### src/slap_video_pkg.sv
// slap fight video package
// screen timing, AXI4-Lite register map and the types shared by the video units
package slap_video_pkg;

	//============================================================
	// screen timing, raw counter values
	//============================================================
	localparam int unsigned H_TOTAL     = 384;  // pixels per line
	localparam int unsigned H_VIS_FIRST = 13;
	localparam int unsigned H_VIS_LAST  = 268;
	localparam int unsigned HSYNC_FIRST = 300;
	localparam int unsigned HSYNC_LAST  = 331;

	localparam int unsigned V_TOTAL     = 264;  // lines per frame
	localparam int unsigned V_VIS_FIRST = 16;
	localparam int unsigned V_VIS_LAST  = 239;
	localparam int unsigned VSYNC_FIRST = 248;
	localparam int unsigned VSYNC_LAST  = 251;

	localparam int unsigned HPOS_W      = 9;
	localparam int unsigned VPOS_W      = 8;
	localparam int unsigned LINE_W      = 9;    // raw line count reaches 263
	localparam int unsigned COLOR_IDX_W = 8;
	localparam int unsigned PAL_DEPTH   = 1 << COLOR_IDX_W;

	//============================================================
	// AXI4-Lite register map
	//============================================================
	localparam int unsigned AXI_ADDR_W = 12;
	localparam int unsigned AXI_DATA_W = 32;

	localparam logic [AXI_ADDR_W-1:0] REG_HSCROLL = 12'h000;
	localparam logic [AXI_ADDR_W-1:0] REG_VSCROLL = 12'h004;
	localparam logic [AXI_ADDR_W-1:0] REG_CTRL    = 12'h008;
	localparam logic [AXI_ADDR_W-1:0] PAL_BASE    = 12'h400;  // entry n at +4n

	localparam logic [1:0] RESP_OKAY   = 2'b00;
	localparam logic [1:0] RESP_SLVERR = 2'b10;

	//============================================================
	// types
	//============================================================
	typedef struct packed {
		logic [HPOS_W-1:0] h;
		logic [VPOS_W-1:0] v;
	} screen_pos_t;

	typedef struct packed {
		logic [3:0] r;
		logic [3:0] g;
		logic [3:0] b;
	} rgb_t;

	typedef struct packed {
		logic [HPOS_W-1:0] hscroll;
		logic [VPOS_W-1:0] vscroll;
		logic              flip;
	} scroll_cfg_t;

	// scroll and control registers, value in the low bits, flip is bit 0
	typedef struct packed {
		logic [AXI_DATA_W-HPOS_W-1:0] rsvd;
		logic [HPOS_W-1:0]            value;
	} ctrl_word_t;

	typedef struct packed {
		logic [AXI_DATA_W-$bits(rgb_t)-1:0] rsvd;
		rgb_t                               rgb;
	} pal_word_t;

	typedef union packed {
		ctrl_word_t ctrl;
		pal_word_t  pal;
	} reg_word_u;

	typedef struct packed {
		logic [COLOR_IDX_W-1:0] fg;
		logic [COLOR_IDX_W-1:0] sp;
		logic [COLOR_IDX_W-1:0] bg;
	} layer_pix_t;

	typedef struct packed {
		logic [AXI_ADDR_W-1:0] awaddr;
		logic                  awvalid;
		logic [AXI_DATA_W-1:0] wdata;
		logic                  wvalid;
		logic                  bready;
		logic [AXI_ADDR_W-1:0] araddr;
		logic                  arvalid;
		logic                  rready;
	} axil_req_t;

	typedef struct packed {
		logic                  awready;
		logic                  wready;
		logic                  bvalid;
		logic [1:0]            bresp;
		logic                  arready;
		logic                  rvalid;
		logic [AXI_DATA_W-1:0] rdata;
		logic [1:0]            rresp;
	} axil_rsp_t;

endpackage

### src/slap_video_regs.sv
// video register block
// AXI4-Lite slave for the scroll and flip registers and the palette write port
`timescale 1ns/1ps

module slap_video_regs (
	input  logic                                   pixel_clk,
	input  logic                                   RESET_n,
	input  slap_video_pkg::axil_req_t              axil_i,
	input  logic                                   frame_start_i,
	output slap_video_pkg::axil_rsp_t              axil_o,
	output slap_video_pkg::scroll_cfg_t            cfg_o,
	output logic                                   pal_we_o,
	output logic [slap_video_pkg::COLOR_IDX_W-1:0] pal_idx_o,
	output slap_video_pkg::rgb_t                   pal_rgb_o
);
	import slap_video_pkg::*;

	reg_word_u             wdata_u;
	scroll_cfg_t           staged_q;   // cpu side copy
	scroll_cfg_t           active_q;   // what the counters see
	logic                  busy;
	logic                  wr_accept;
	logic                  rd_accept;
	logic                  wr_is_reg;
	logic                  wr_is_pal;
	logic                  bvalid_q;
	logic [1:0]            bresp_q;
	logic                  rvalid_q;
	logic [1:0]            rresp_q;
	logic [AXI_DATA_W-1:0] rdata_q;
	logic [AXI_DATA_W-1:0] rd_data;
	logic [1:0]            rd_resp;

	//============================================================
	// handshake and address decode
	//============================================================
	assign wdata_u   = axil_i.wdata;
	assign busy      = bvalid_q | rvalid_q;  // one transaction at a time
	assign wr_accept = axil_i.awvalid & axil_i.wvalid & ~busy;
	assign rd_accept = axil_i.arvalid & ~busy & ~wr_accept;  // write wins a tie

	assign wr_is_reg = axil_i.awaddr inside {REG_HSCROLL, REG_VSCROLL, REG_CTRL};
	assign wr_is_pal = (axil_i.awaddr[AXI_ADDR_W-1:COLOR_IDX_W+2] ==
		PAL_BASE[AXI_ADDR_W-1:COLOR_IDX_W+2]) && (axil_i.awaddr[1:0] == 2'b00);

	// palette write goes straight through to the compositor RAM
	assign pal_we_o  = wr_accept & wr_is_pal;
	assign pal_idx_o = axil_i.awaddr[COLOR_IDX_W+1:2];
	assign pal_rgb_o = wdata_u.pal.rgb;

	//============================================================
	// scroll and flip registers
	//============================================================
	always_ff @(posedge pixel_clk or negedge RESET_n) begin
		if (!RESET_n) begin
			staged_q <= '0;
			active_q <= '0;
		end else begin
			if (wr_accept) begin
				case (axil_i.awaddr)
					REG_HSCROLL: staged_q.hscroll <= wdata_u.ctrl.value;
					REG_VSCROLL: staged_q.vscroll <= wdata_u.ctrl.value[VPOS_W-1:0];
					REG_CTRL:    staged_q.flip    <= wdata_u.ctrl.value[0];
					default: ;
				endcase
			end
			if (frame_start_i)
				active_q <= staged_q;  // new values only from the top of a frame
		end
	end

	assign cfg_o = active_q;

	// read mux, palette is write only
	always_comb begin
		rd_data = '0;
		rd_resp = RESP_OKAY;
		case (axil_i.araddr)
			REG_HSCROLL: rd_data = AXI_DATA_W'(staged_q.hscroll);
			REG_VSCROLL: rd_data = AXI_DATA_W'(staged_q.vscroll);
			REG_CTRL:    rd_data = AXI_DATA_W'(staged_q.flip);
			default:     rd_resp = RESP_SLVERR;
		endcase
	end

	//============================================================
	// response channels
	//============================================================
	always_ff @(posedge pixel_clk or negedge RESET_n) begin
		if (!RESET_n) begin
			bvalid_q <= 1'b0;
			bresp_q  <= RESP_OKAY;
		end else if (wr_accept) begin
			bvalid_q <= 1'b1;
			bresp_q  <= (wr_is_reg | wr_is_pal) ? RESP_OKAY : RESP_SLVERR;
		end else if (axil_i.bready) begin
			bvalid_q <= 1'b0;
		end
	end

	always_ff @(posedge pixel_clk or negedge RESET_n) begin
		if (!RESET_n) begin
			rvalid_q <= 1'b0;
			rresp_q  <= RESP_OKAY;
		end else if (rd_accept) begin
			rvalid_q <= 1'b1;
			rresp_q  <= rd_resp;
		end else if (axil_i.rready) begin
			rvalid_q <= 1'b0;
		end
	end

	always_ff @(posedge pixel_clk) begin
		if (rd_accept)
			rdata_q <= rd_data;
	end

	always_comb begin
		axil_o.awready = wr_accept;
		axil_o.wready  = wr_accept;
		axil_o.bvalid  = bvalid_q;
		axil_o.bresp   = bresp_q;
		axil_o.arready = rd_accept;
		axil_o.rvalid  = rvalid_q;
		axil_o.rdata   = rdata_q;
		axil_o.rresp   = rresp_q;
	end

	// response must sit unchanged until the master takes it
	assert property (@(posedge pixel_clk) disable iff (!RESET_n)
		bvalid_q && !axil_i.bready |=> bvalid_q && $stable(bresp_q));

endmodule

### src/slap_h_timing.sv
// horizontal timing unit
// pixel counter with screen flip, line sync, blanking and scrolled column
`timescale 1ns/1ps

module slap_h_timing (
	input  logic                              pixel_clk,
	input  logic                              RESET_n,
	input  slap_video_pkg::scroll_cfg_t       cfg_i,
	output logic [slap_video_pkg::HPOS_W-1:0] h_o,
	output logic [slap_video_pkg::HPOS_W-1:0] hscroll_o,
	output logic                              line_end_o,
	output logic                              hsync_o,
	output logic                              hblank_o
);
	import slap_video_pkg::*;

	logic [HPOS_W-1:0] hcnt_q;  // raw column
	logic [HPOS_W-1:0] h_scr;

	assign line_end_o = (hcnt_q == HPOS_W'(H_TOTAL - 1));

	always_ff @(posedge pixel_clk or negedge RESET_n) begin
		if (!RESET_n)
			hcnt_q <= '0;
		else if (line_end_o)
			hcnt_q <= '0;
		else
			hcnt_q <= hcnt_q + 1'b1;
	end

	//============================================================
	// outputs, decoded from the count register
	//============================================================
	// flipped screen runs the column backwards like the old down counter
	assign h_scr = cfg_i.flip ? HPOS_W'(H_TOTAL - 1) - hcnt_q : hcnt_q;

	assign h_o       = h_scr;
	assign hscroll_o = h_scr + cfg_i.hscroll;  // wraps at 512

	// sync and blank stay on the raw column
	assign hsync_o  = (hcnt_q >= HPOS_W'(HSYNC_FIRST)) && (hcnt_q <= HPOS_W'(HSYNC_LAST));
	assign hblank_o = (hcnt_q < HPOS_W'(H_VIS_FIRST)) || (hcnt_q > HPOS_W'(H_VIS_LAST));

	// counter never passes the end of line
	assert property (@(posedge pixel_clk) disable iff (!RESET_n)
		hcnt_q < HPOS_W'(H_TOTAL));

endmodule

### src/slap_v_timing.sv
// vertical timing unit
// line counter with screen flip, frame sync, blanking and scrolled line
`timescale 1ns/1ps

module slap_v_timing (
	input  logic                              pixel_clk,
	input  logic                              RESET_n,
	input  logic                              line_end_i,
	input  slap_video_pkg::scroll_cfg_t       cfg_i,
	output logic [slap_video_pkg::VPOS_W-1:0] v_o,
	output logic [slap_video_pkg::VPOS_W-1:0] vscroll_o,
	output logic                              frame_start_o,
	output logic                              vsync_o,
	output logic                              vblank_o
);
	import slap_video_pkg::*;

	logic [LINE_W-1:0] vcnt_q;  // raw line
	logic              last_line;
	logic [VPOS_W-1:0] v_scr;

	assign last_line     = (vcnt_q == LINE_W'(V_TOTAL - 1));
	assign frame_start_o = line_end_i & last_line;

	// steps once per line
	always_ff @(posedge pixel_clk or negedge RESET_n) begin
		if (!RESET_n)
			vcnt_q <= '0;
		else if (line_end_i)
			vcnt_q <= last_line ? '0 : vcnt_q + 1'b1;
	end

	//============================================================
	// outputs
	//============================================================
	// flip inverts the low byte only, as the board did
	assign v_scr = cfg_i.flip ? ~vcnt_q[VPOS_W-1:0] : vcnt_q[VPOS_W-1:0];

	assign v_o       = v_scr;
	assign vscroll_o = v_scr + cfg_i.vscroll;  // wraps at 256

	assign vsync_o  = (vcnt_q >= LINE_W'(VSYNC_FIRST)) && (vcnt_q <= LINE_W'(VSYNC_LAST));
	assign vblank_o = (vcnt_q < LINE_W'(V_VIS_FIRST)) || (vcnt_q > LINE_W'(V_VIS_LAST));

	// frame start sits on the last column of the last line, then both counters restart
	assert property (@(posedge pixel_clk) disable iff (!RESET_n)
		frame_start_o |-> line_end_i ##1 (vcnt_q == '0));

endmodule

### src/slap_compositor.sv
// pixel compositor
// picks foreground, sprite or background by priority, then palette lookup and blanking
`timescale 1ns/1ps

module slap_compositor (
	input  logic                                   pixel_clk,
	input  logic                                   RESET_n,
	input  slap_video_pkg::layer_pix_t             layers_i,
	input  logic                                   hblank_i,
	input  logic                                   vblank_i,
	input  logic                                   pal_we_i,
	input  logic [slap_video_pkg::COLOR_IDX_W-1:0] pal_idx_i,
	input  slap_video_pkg::rgb_t                   pal_rgb_i,
	output slap_video_pkg::rgb_t                   rgb_o,
	output logic                                   hblank_o,
	output logic                                   vblank_o
);
	import slap_video_pkg::*;

	rgb_t                   pal_mem [PAL_DEPTH];
	logic [COLOR_IDX_W-1:0] color_idx;
	logic [COLOR_IDX_W-1:0] color_q;   // stage 1
	rgb_t                   pal_q;     // stage 2
	logic [1:0]             hblank_q;  // one bit per stage
	logic [1:0]             vblank_q;

	//============================================================
	// stage 1, layer priority
	//============================================================
	always_comb begin
		if (layers_i.fg[1:0] != 2'b00)
			color_idx = layers_i.fg;  // text over everything
		else if (layers_i.sp[3:0] != 4'h0)
			color_idx = layers_i.sp;
		else
			color_idx = layers_i.bg;
	end

	always_ff @(posedge pixel_clk) begin
		color_q <= color_idx;
	end

	//============================================================
	// stage 2, palette RAM
	//============================================================
	always_ff @(posedge pixel_clk) begin
		if (pal_we_i)
			pal_mem[pal_idx_i] <= pal_rgb_i;  // bus write port
		pal_q <= pal_mem[color_q];
	end

	// blank flags ride along with the pixel, blanked out of reset
	always_ff @(posedge pixel_clk or negedge RESET_n) begin
		if (!RESET_n) begin
			hblank_q <= '1;
			vblank_q <= '1;
		end else begin
			hblank_q <= {hblank_q[0], hblank_i};
			vblank_q <= {vblank_q[0], vblank_i};
		end
	end

	assign hblank_o = hblank_q[1];
	assign vblank_o = vblank_q[1];
	assign rgb_o    = (hblank_q[1] | vblank_q[1]) ? '0 : pal_q;

endmodule

### src/slap_video_top.sv
// slap fight video top level
// joins the timing units, register block and compositor
`timescale 1ns/1ps

module slap_video_top (
	input  logic                        pixel_clk,
	input  logic                        RESET_n,
	input  slap_video_pkg::axil_req_t   axil_i,
	output slap_video_pkg::axil_rsp_t   axil_o,
	input  slap_video_pkg::layer_pix_t  layers_i,
	output slap_video_pkg::screen_pos_t pos_o,
	output slap_video_pkg::screen_pos_t scroll_pos_o,
	output logic                        hsync_o,
	output logic                        vsync_o,
	output slap_video_pkg::rgb_t        rgb_o,
	output logic                        hblank_o,
	output logic                        vblank_o
);
	import slap_video_pkg::*;

	scroll_cfg_t            active_cfg;
	logic                   line_end;
	logic                   frame_start;
	logic                   hblank;
	logic                   vblank;
	logic                   pal_we;
	logic [COLOR_IDX_W-1:0] pal_idx;
	rgb_t                   pal_rgb;
	logic [HPOS_W-1:0]      h_pos;
	logic [HPOS_W-1:0]      h_scroll;
	logic [VPOS_W-1:0]      v_pos;
	logic [VPOS_W-1:0]      v_scroll;

	assign pos_o        = '{h: h_pos, v: v_pos};
	assign scroll_pos_o = '{h: h_scroll, v: v_scroll};  // background fetch position

	slap_video_regs i_regs (
		.pixel_clk     (pixel_clk),
		.RESET_n       (RESET_n),
		.axil_i        (axil_i),
		.frame_start_i (frame_start),
		.axil_o        (axil_o),
		.cfg_o         (active_cfg),
		.pal_we_o      (pal_we),
		.pal_idx_o     (pal_idx),
		.pal_rgb_o     (pal_rgb)
	);

	slap_h_timing i_h_timing (
		.pixel_clk  (pixel_clk),
		.RESET_n    (RESET_n),
		.cfg_i      (active_cfg),
		.h_o        (h_pos),
		.hscroll_o  (h_scroll),
		.line_end_o (line_end),
		.hsync_o    (hsync_o),
		.hblank_o   (hblank)
	);

	slap_v_timing i_v_timing (
		.pixel_clk     (pixel_clk),
		.RESET_n       (RESET_n),
		.line_end_i    (line_end),
		.cfg_i         (active_cfg),
		.v_o           (v_pos),
		.vscroll_o     (v_scroll),
		.frame_start_o (frame_start),
		.vsync_o       (vsync_o),
		.vblank_o      (vblank)
	);

	slap_compositor i_compositor (
		.pixel_clk (pixel_clk),
		.RESET_n   (RESET_n),
		.layers_i  (layers_i),
		.hblank_i  (hblank),
		.vblank_i  (vblank),
		.pal_we_i  (pal_we),
		.pal_idx_i (pal_idx),
		.pal_rgb_i (pal_rgb),
		.rgb_o     (rgb_o),
		.hblank_o  (hblank_o),
		.vblank_o  (vblank_o)
	);

endmodule

### config.mk
export PLATFORM = sky130hd
export DESIGN_NAME = slap_video_top
export DESIGN_NICKNAME = d
export VERILOG_FILES = /design/src/slap_video_pkg.sv /design/src/slap_video_regs.sv /design/src/slap_h_timing.sv /design/src/slap_v_timing.sv /design/src/slap_compositor.sv /design/src/slap_video_top.sv
export SDC_FILE = /design/constraint.sdc
export NUM_CORES = 2
export LEC_CHECK = 0
export BUFFER_PORTS_ARGS = -buffer_cell sky130_fd_sc_hd__buf_2
export CAP_MARGIN = 20
export CORE_ASPECT_RATIO = 1.4
export CORE_MARGIN = 10
export CORE_UTILIZATION = 45
export CTS_CLUSTER_SIZE = 14
export DETAILED_ROUTE_END_ITERATION = 6
export SYNTH_ARGS = -nofsm -noshare
export SYNTH_HDL_FRONTEND = slang
export SYNTH_HIERARCHICAL = 1
export SYNTH_SLANG_ARGS = --single-unit
### constraint.sdc
create_clock -name pixel_clk -period 4.6 [get_ports pixel_clk]
set_clock_uncertainty 0.15 [all_clocks]
set_input_delay 0 -clock pixel_clk [delete_from_list [all_inputs] [get_ports pixel_clk]]
set_output_delay 0 -clock pixel_clk [all_outputs]
set_load 0.03 [all_outputs]
==> summary.md <==
| Metric | Value |
|---|---|
| CP arrival | around 4.6 ns |
| Cell Rows | between 200 and 250 |
| Skew-Pair Late Insertion Delay | 0.86 ns |
| Commonest non-fill, non-tap cells in the layout | edfxtp_1, mux4_2, buf_4 |
| CP top delay family | buffers and inverters |
| Cell total after placement | 9843 |
| Largest net degree at the start of global routing | ~170 |
| Worst VDD drop | 0.000314 V |
| Number of distinct library cells after synthesis | 86 |
| Leak pwr | roughly 0.046 µW |
| Clock Path Buffers | 4 |
| Final std cells w/o fill | about 10000 |
| Worst Max-Slew Pin Slew | around 1.4 ns |
| Post-synth top area share | between 70% and 80% |
| CTS Buf Count | approximately 300 |
| DRT iter0 DRCs | slightly below 7000 |
| Final hold vios | 0 |
| Clk slew on worst S/H paths | about 0.060 ns |
| Max-Cap Viols | 0 |
| Total track usage | between 20% and 30% |
| Initial antenna violation count | 11 |
| Total Negative Setup Slacks | 0 ns |
| CP Cell Sequence | buf_12 > buf_4 > mux4_1 > a22oi_1 > a21oi_1 > nor4_1 > buf_4 > nor4_1 |
| Router iterations before antenna repair | 5 |
| YS warnings | 6 |
| Synth Area per Inst | 20.7 µm² |
| RSZ-0062 raised after global routing | false |
| Area of the multi-input gates | approximately 0.026 mm² |
| Final WL | 325 mm |
| Register cell area after layout | 0.0945 mm² |
| RD Place Congestion | roughly 0.85 |
| Worst Path Buf+Inv | 3 |
| Min Hold Slack | ~0.056 ns |
| CTS tree | done |
| CP max-delay cell | nor4_1 |
| I/O Buffers | roughly 130 |
| Core area | around 0.27 mm² |
| Routed len/inst | 31.0 µm |
| Top area cells in the synthesized netlist | edfxtp_1, mux4_2, mux2i_1, a22oi_1, dfrtp_1 |
| Final worst-path cycle share | 87.3% |
| Dpl hpwl | between 150 and 200 mm |
| Slew Viols, Final | 0 |
| Final setup margin | 0.584 ns |
| Critical path class | register to register |
| Post-route DRC | 0 |
| Die area | approximately 0.30 mm² |
| Die Ht | around 640 µm |
| Nets@finish | 6700 |
| IO Count | ~180 |
| Pwr/cell area | 421 mW/mm² |
| CP peak stage delay | 0.78 ns |
| Post-CTS Resized | 0 |
| Commonest non-fill, non-tap cell in the layout | edfxtp_1 |
| Global-route wire length before repair | 464 mm |
| CP startpoint kind | register |
| Mapped Cells | ~6000 |
| HP Class | input pin to register |
| Max Fanout on Critical Path | 32 |
| Post-layout util | about half |
| Crit end category | register |
| Ys async rst share | slightly below 2% |
| Synthesized area | roughly 0.12 mm² |
| Required @ worst endpoint | between 5 and 6 ns |
| Clk sinks | 3163 |
| Post-synth top flop | edfxtp_1 |
| Outcome | finished, final reports clean |
| Vias in the first global route | around 64000 |
| # setup viols final | 0 |
| Antenna viol nets, final | 0 |
| Tmin final | ~4.0 ns |
| Layout cells sized above 1 | about a quarter |
| Rel. slew slack | between 7 and 8% |
| H-tree levels | 5 |
| Layout fillers | between 20000 and 25000 |
| Post-synthesis register bit count | ~3200 |
| Initial Util | between 40% and 50% |
| Vias/cell | approximately 5.9 |
| Register area share after synthesis | approximately three quarters |
| Global route total overflow | 0 |
| Fmax | 249 MHz |
| Post-synth top area cell | edfxtp_1 |
| Pre-CTS setup slack | roughly 0.59 ns |
| EDFF count, synth | roughly 3100 |
| Area growth syn-to-layout | 13.9% |
| Vias after detailed routing | between 60000 and 70000 |
| Die width | ~460 µm |
| Root Buffer | clkbuf_16 |
==> metrics by stage <==
step,instance area (µm²),power (µW)
after global placement,130000,36100
final,141000,59200
after detailed placement,130000,36100
after CTS,141000,59700
after global routing,141000,60900
after floorplan,123000,34600
==> cell usage after synthesis (21+ instances only) <==
master and instances:
edfxtp_1 3081, mux4_2 632, nor2_1 322, mux2i_1 275, a22oi_1 250, a21oi_1 172, clkbuf_1 168, buf_4 80
buf_2 68, nand2_1 64, nor3_1 63, o22ai_1 60, dfrtp_1 58, nand3_1 52, nor4_1 47, o221ai_1 47
o21ai_0 40, buf_6 39, nor2b_1 29, mux2_2 22, ha_1 21, xor2_1 21
==> worst register-to-register path: cells and delay by family (launching register included) <==
kind	cells	cell delay [ns]
flip-flops	1	0.70
multiplexers	1	0.61
AO/OA/AOI/OAI	2	0.55
AND/OR/NAND/NOR	2	0.83
buffers and inverters	3	1.04
==> cell families after synthesis <==
logic type               after synthesis  synth area share [%]
flip-flops                          3163                  76.6
multiplexers                         954                  14.3
AO/OA/AOI/OAI                        681                  3.75
AND/OR/NAND/NOR                      674                  2.62
buffers and inverters                423                  2.18
XOR/XNOR                              40                 0.284
adder cells (fa/ha/maj)               23                 0.245
other                                  1               0.00304
==> flip-flops by register name, indices dropped and copies added, names as in the netlist <==
| name | flops |
|---|---|
| i_regs/rdata_q | 9 |
| i_regs/staged_q | 18 |
| i_regs/bvalid_q | 1 |
| i_compositor/pal_q | 12 |
| i_compositor/pal_mem | 3072 |
| i_regs/cfg_o | 18 |
| i_h_timing/hcnt_q | 9 |
| i_compositor/color_q | 8 |
| i_regs/rresp_q | 1 |
| i_compositor/vblank_q | 2 |
| i_regs/rvalid_q | 1 |
| i_v_timing/vcnt_q | 9 |
| i_regs/bresp_q | 1 |
| i_compositor/hblank_q | 2 |
==> layer usage <==
layer  up-vias  GRT usage [%]  share of wire (%)
met2      2602           35.9                 50
met1     33058           28.0                 39
met5         -              0                  0
li1      25978              -                  -
met4         0           8.63                4.4
met3       520           3.54                7.3
==> where the power goes <==
| part | internal (µW) | switching [µW] |
|---|---|---|
| clock network | 13100 | 10500 |
| logic | 1340 | 2460 |
| registers | 31700 | 96.1 |
| total | 46100 | 13000 |
==> final timing paths <==
check                                                         from                            endpoint  slack, ns  cells after the start
worst max-delay path               i_compositor/color_q[0]$_DFF_P_       i_compositor/pal_q[0]$_DFF_P_       0.58                      8
min in group asynchronous                                  RESET_n         i_regs/bvalid_q$_DFFE_PN0P_       0.26                      4
worst min-delay path                                    axil_i[10]         i_regs/rdata_q[8]$_DFFE_PP_       0.06                      5
max in group asynchronous                                  RESET_n      i_h_timing/hcnt_q[4]$_DFF_PN0_       3.50                      4
worst min register to register  i_compositor/vblank_q[0]$_DFF_PN1_  i_compositor/vblank_q[1]$_DFF_PN1_       0.21                      0
worst max register to register     i_compositor/color_q[0]$_DFF_P_       i_compositor/pal_q[0]$_DFF_P_       0.58                      8
==> area by class of cell <==
| type | count | area share (%) |
|---|---|---|
| tap | 3664 | 3.26 |
| timing repair buffer | 702 | 4.14 |
| sequential | 3163 | 67.2 |
| multi-input combinational | 2397 | 18.8 |
| clock buffer | 379 | 5.85 |
| inverter | 18 | 0.0481 |
| clock inverter | 156 | 0.698 |
| antenna | 8 | 0.0142 |
==> what timing repair did <==
action                     CTS  global route
setup buffers                0             0
hold buffers               101             0
hold endpoints to repair  2520             0
(Power assumes the default switching activity.)
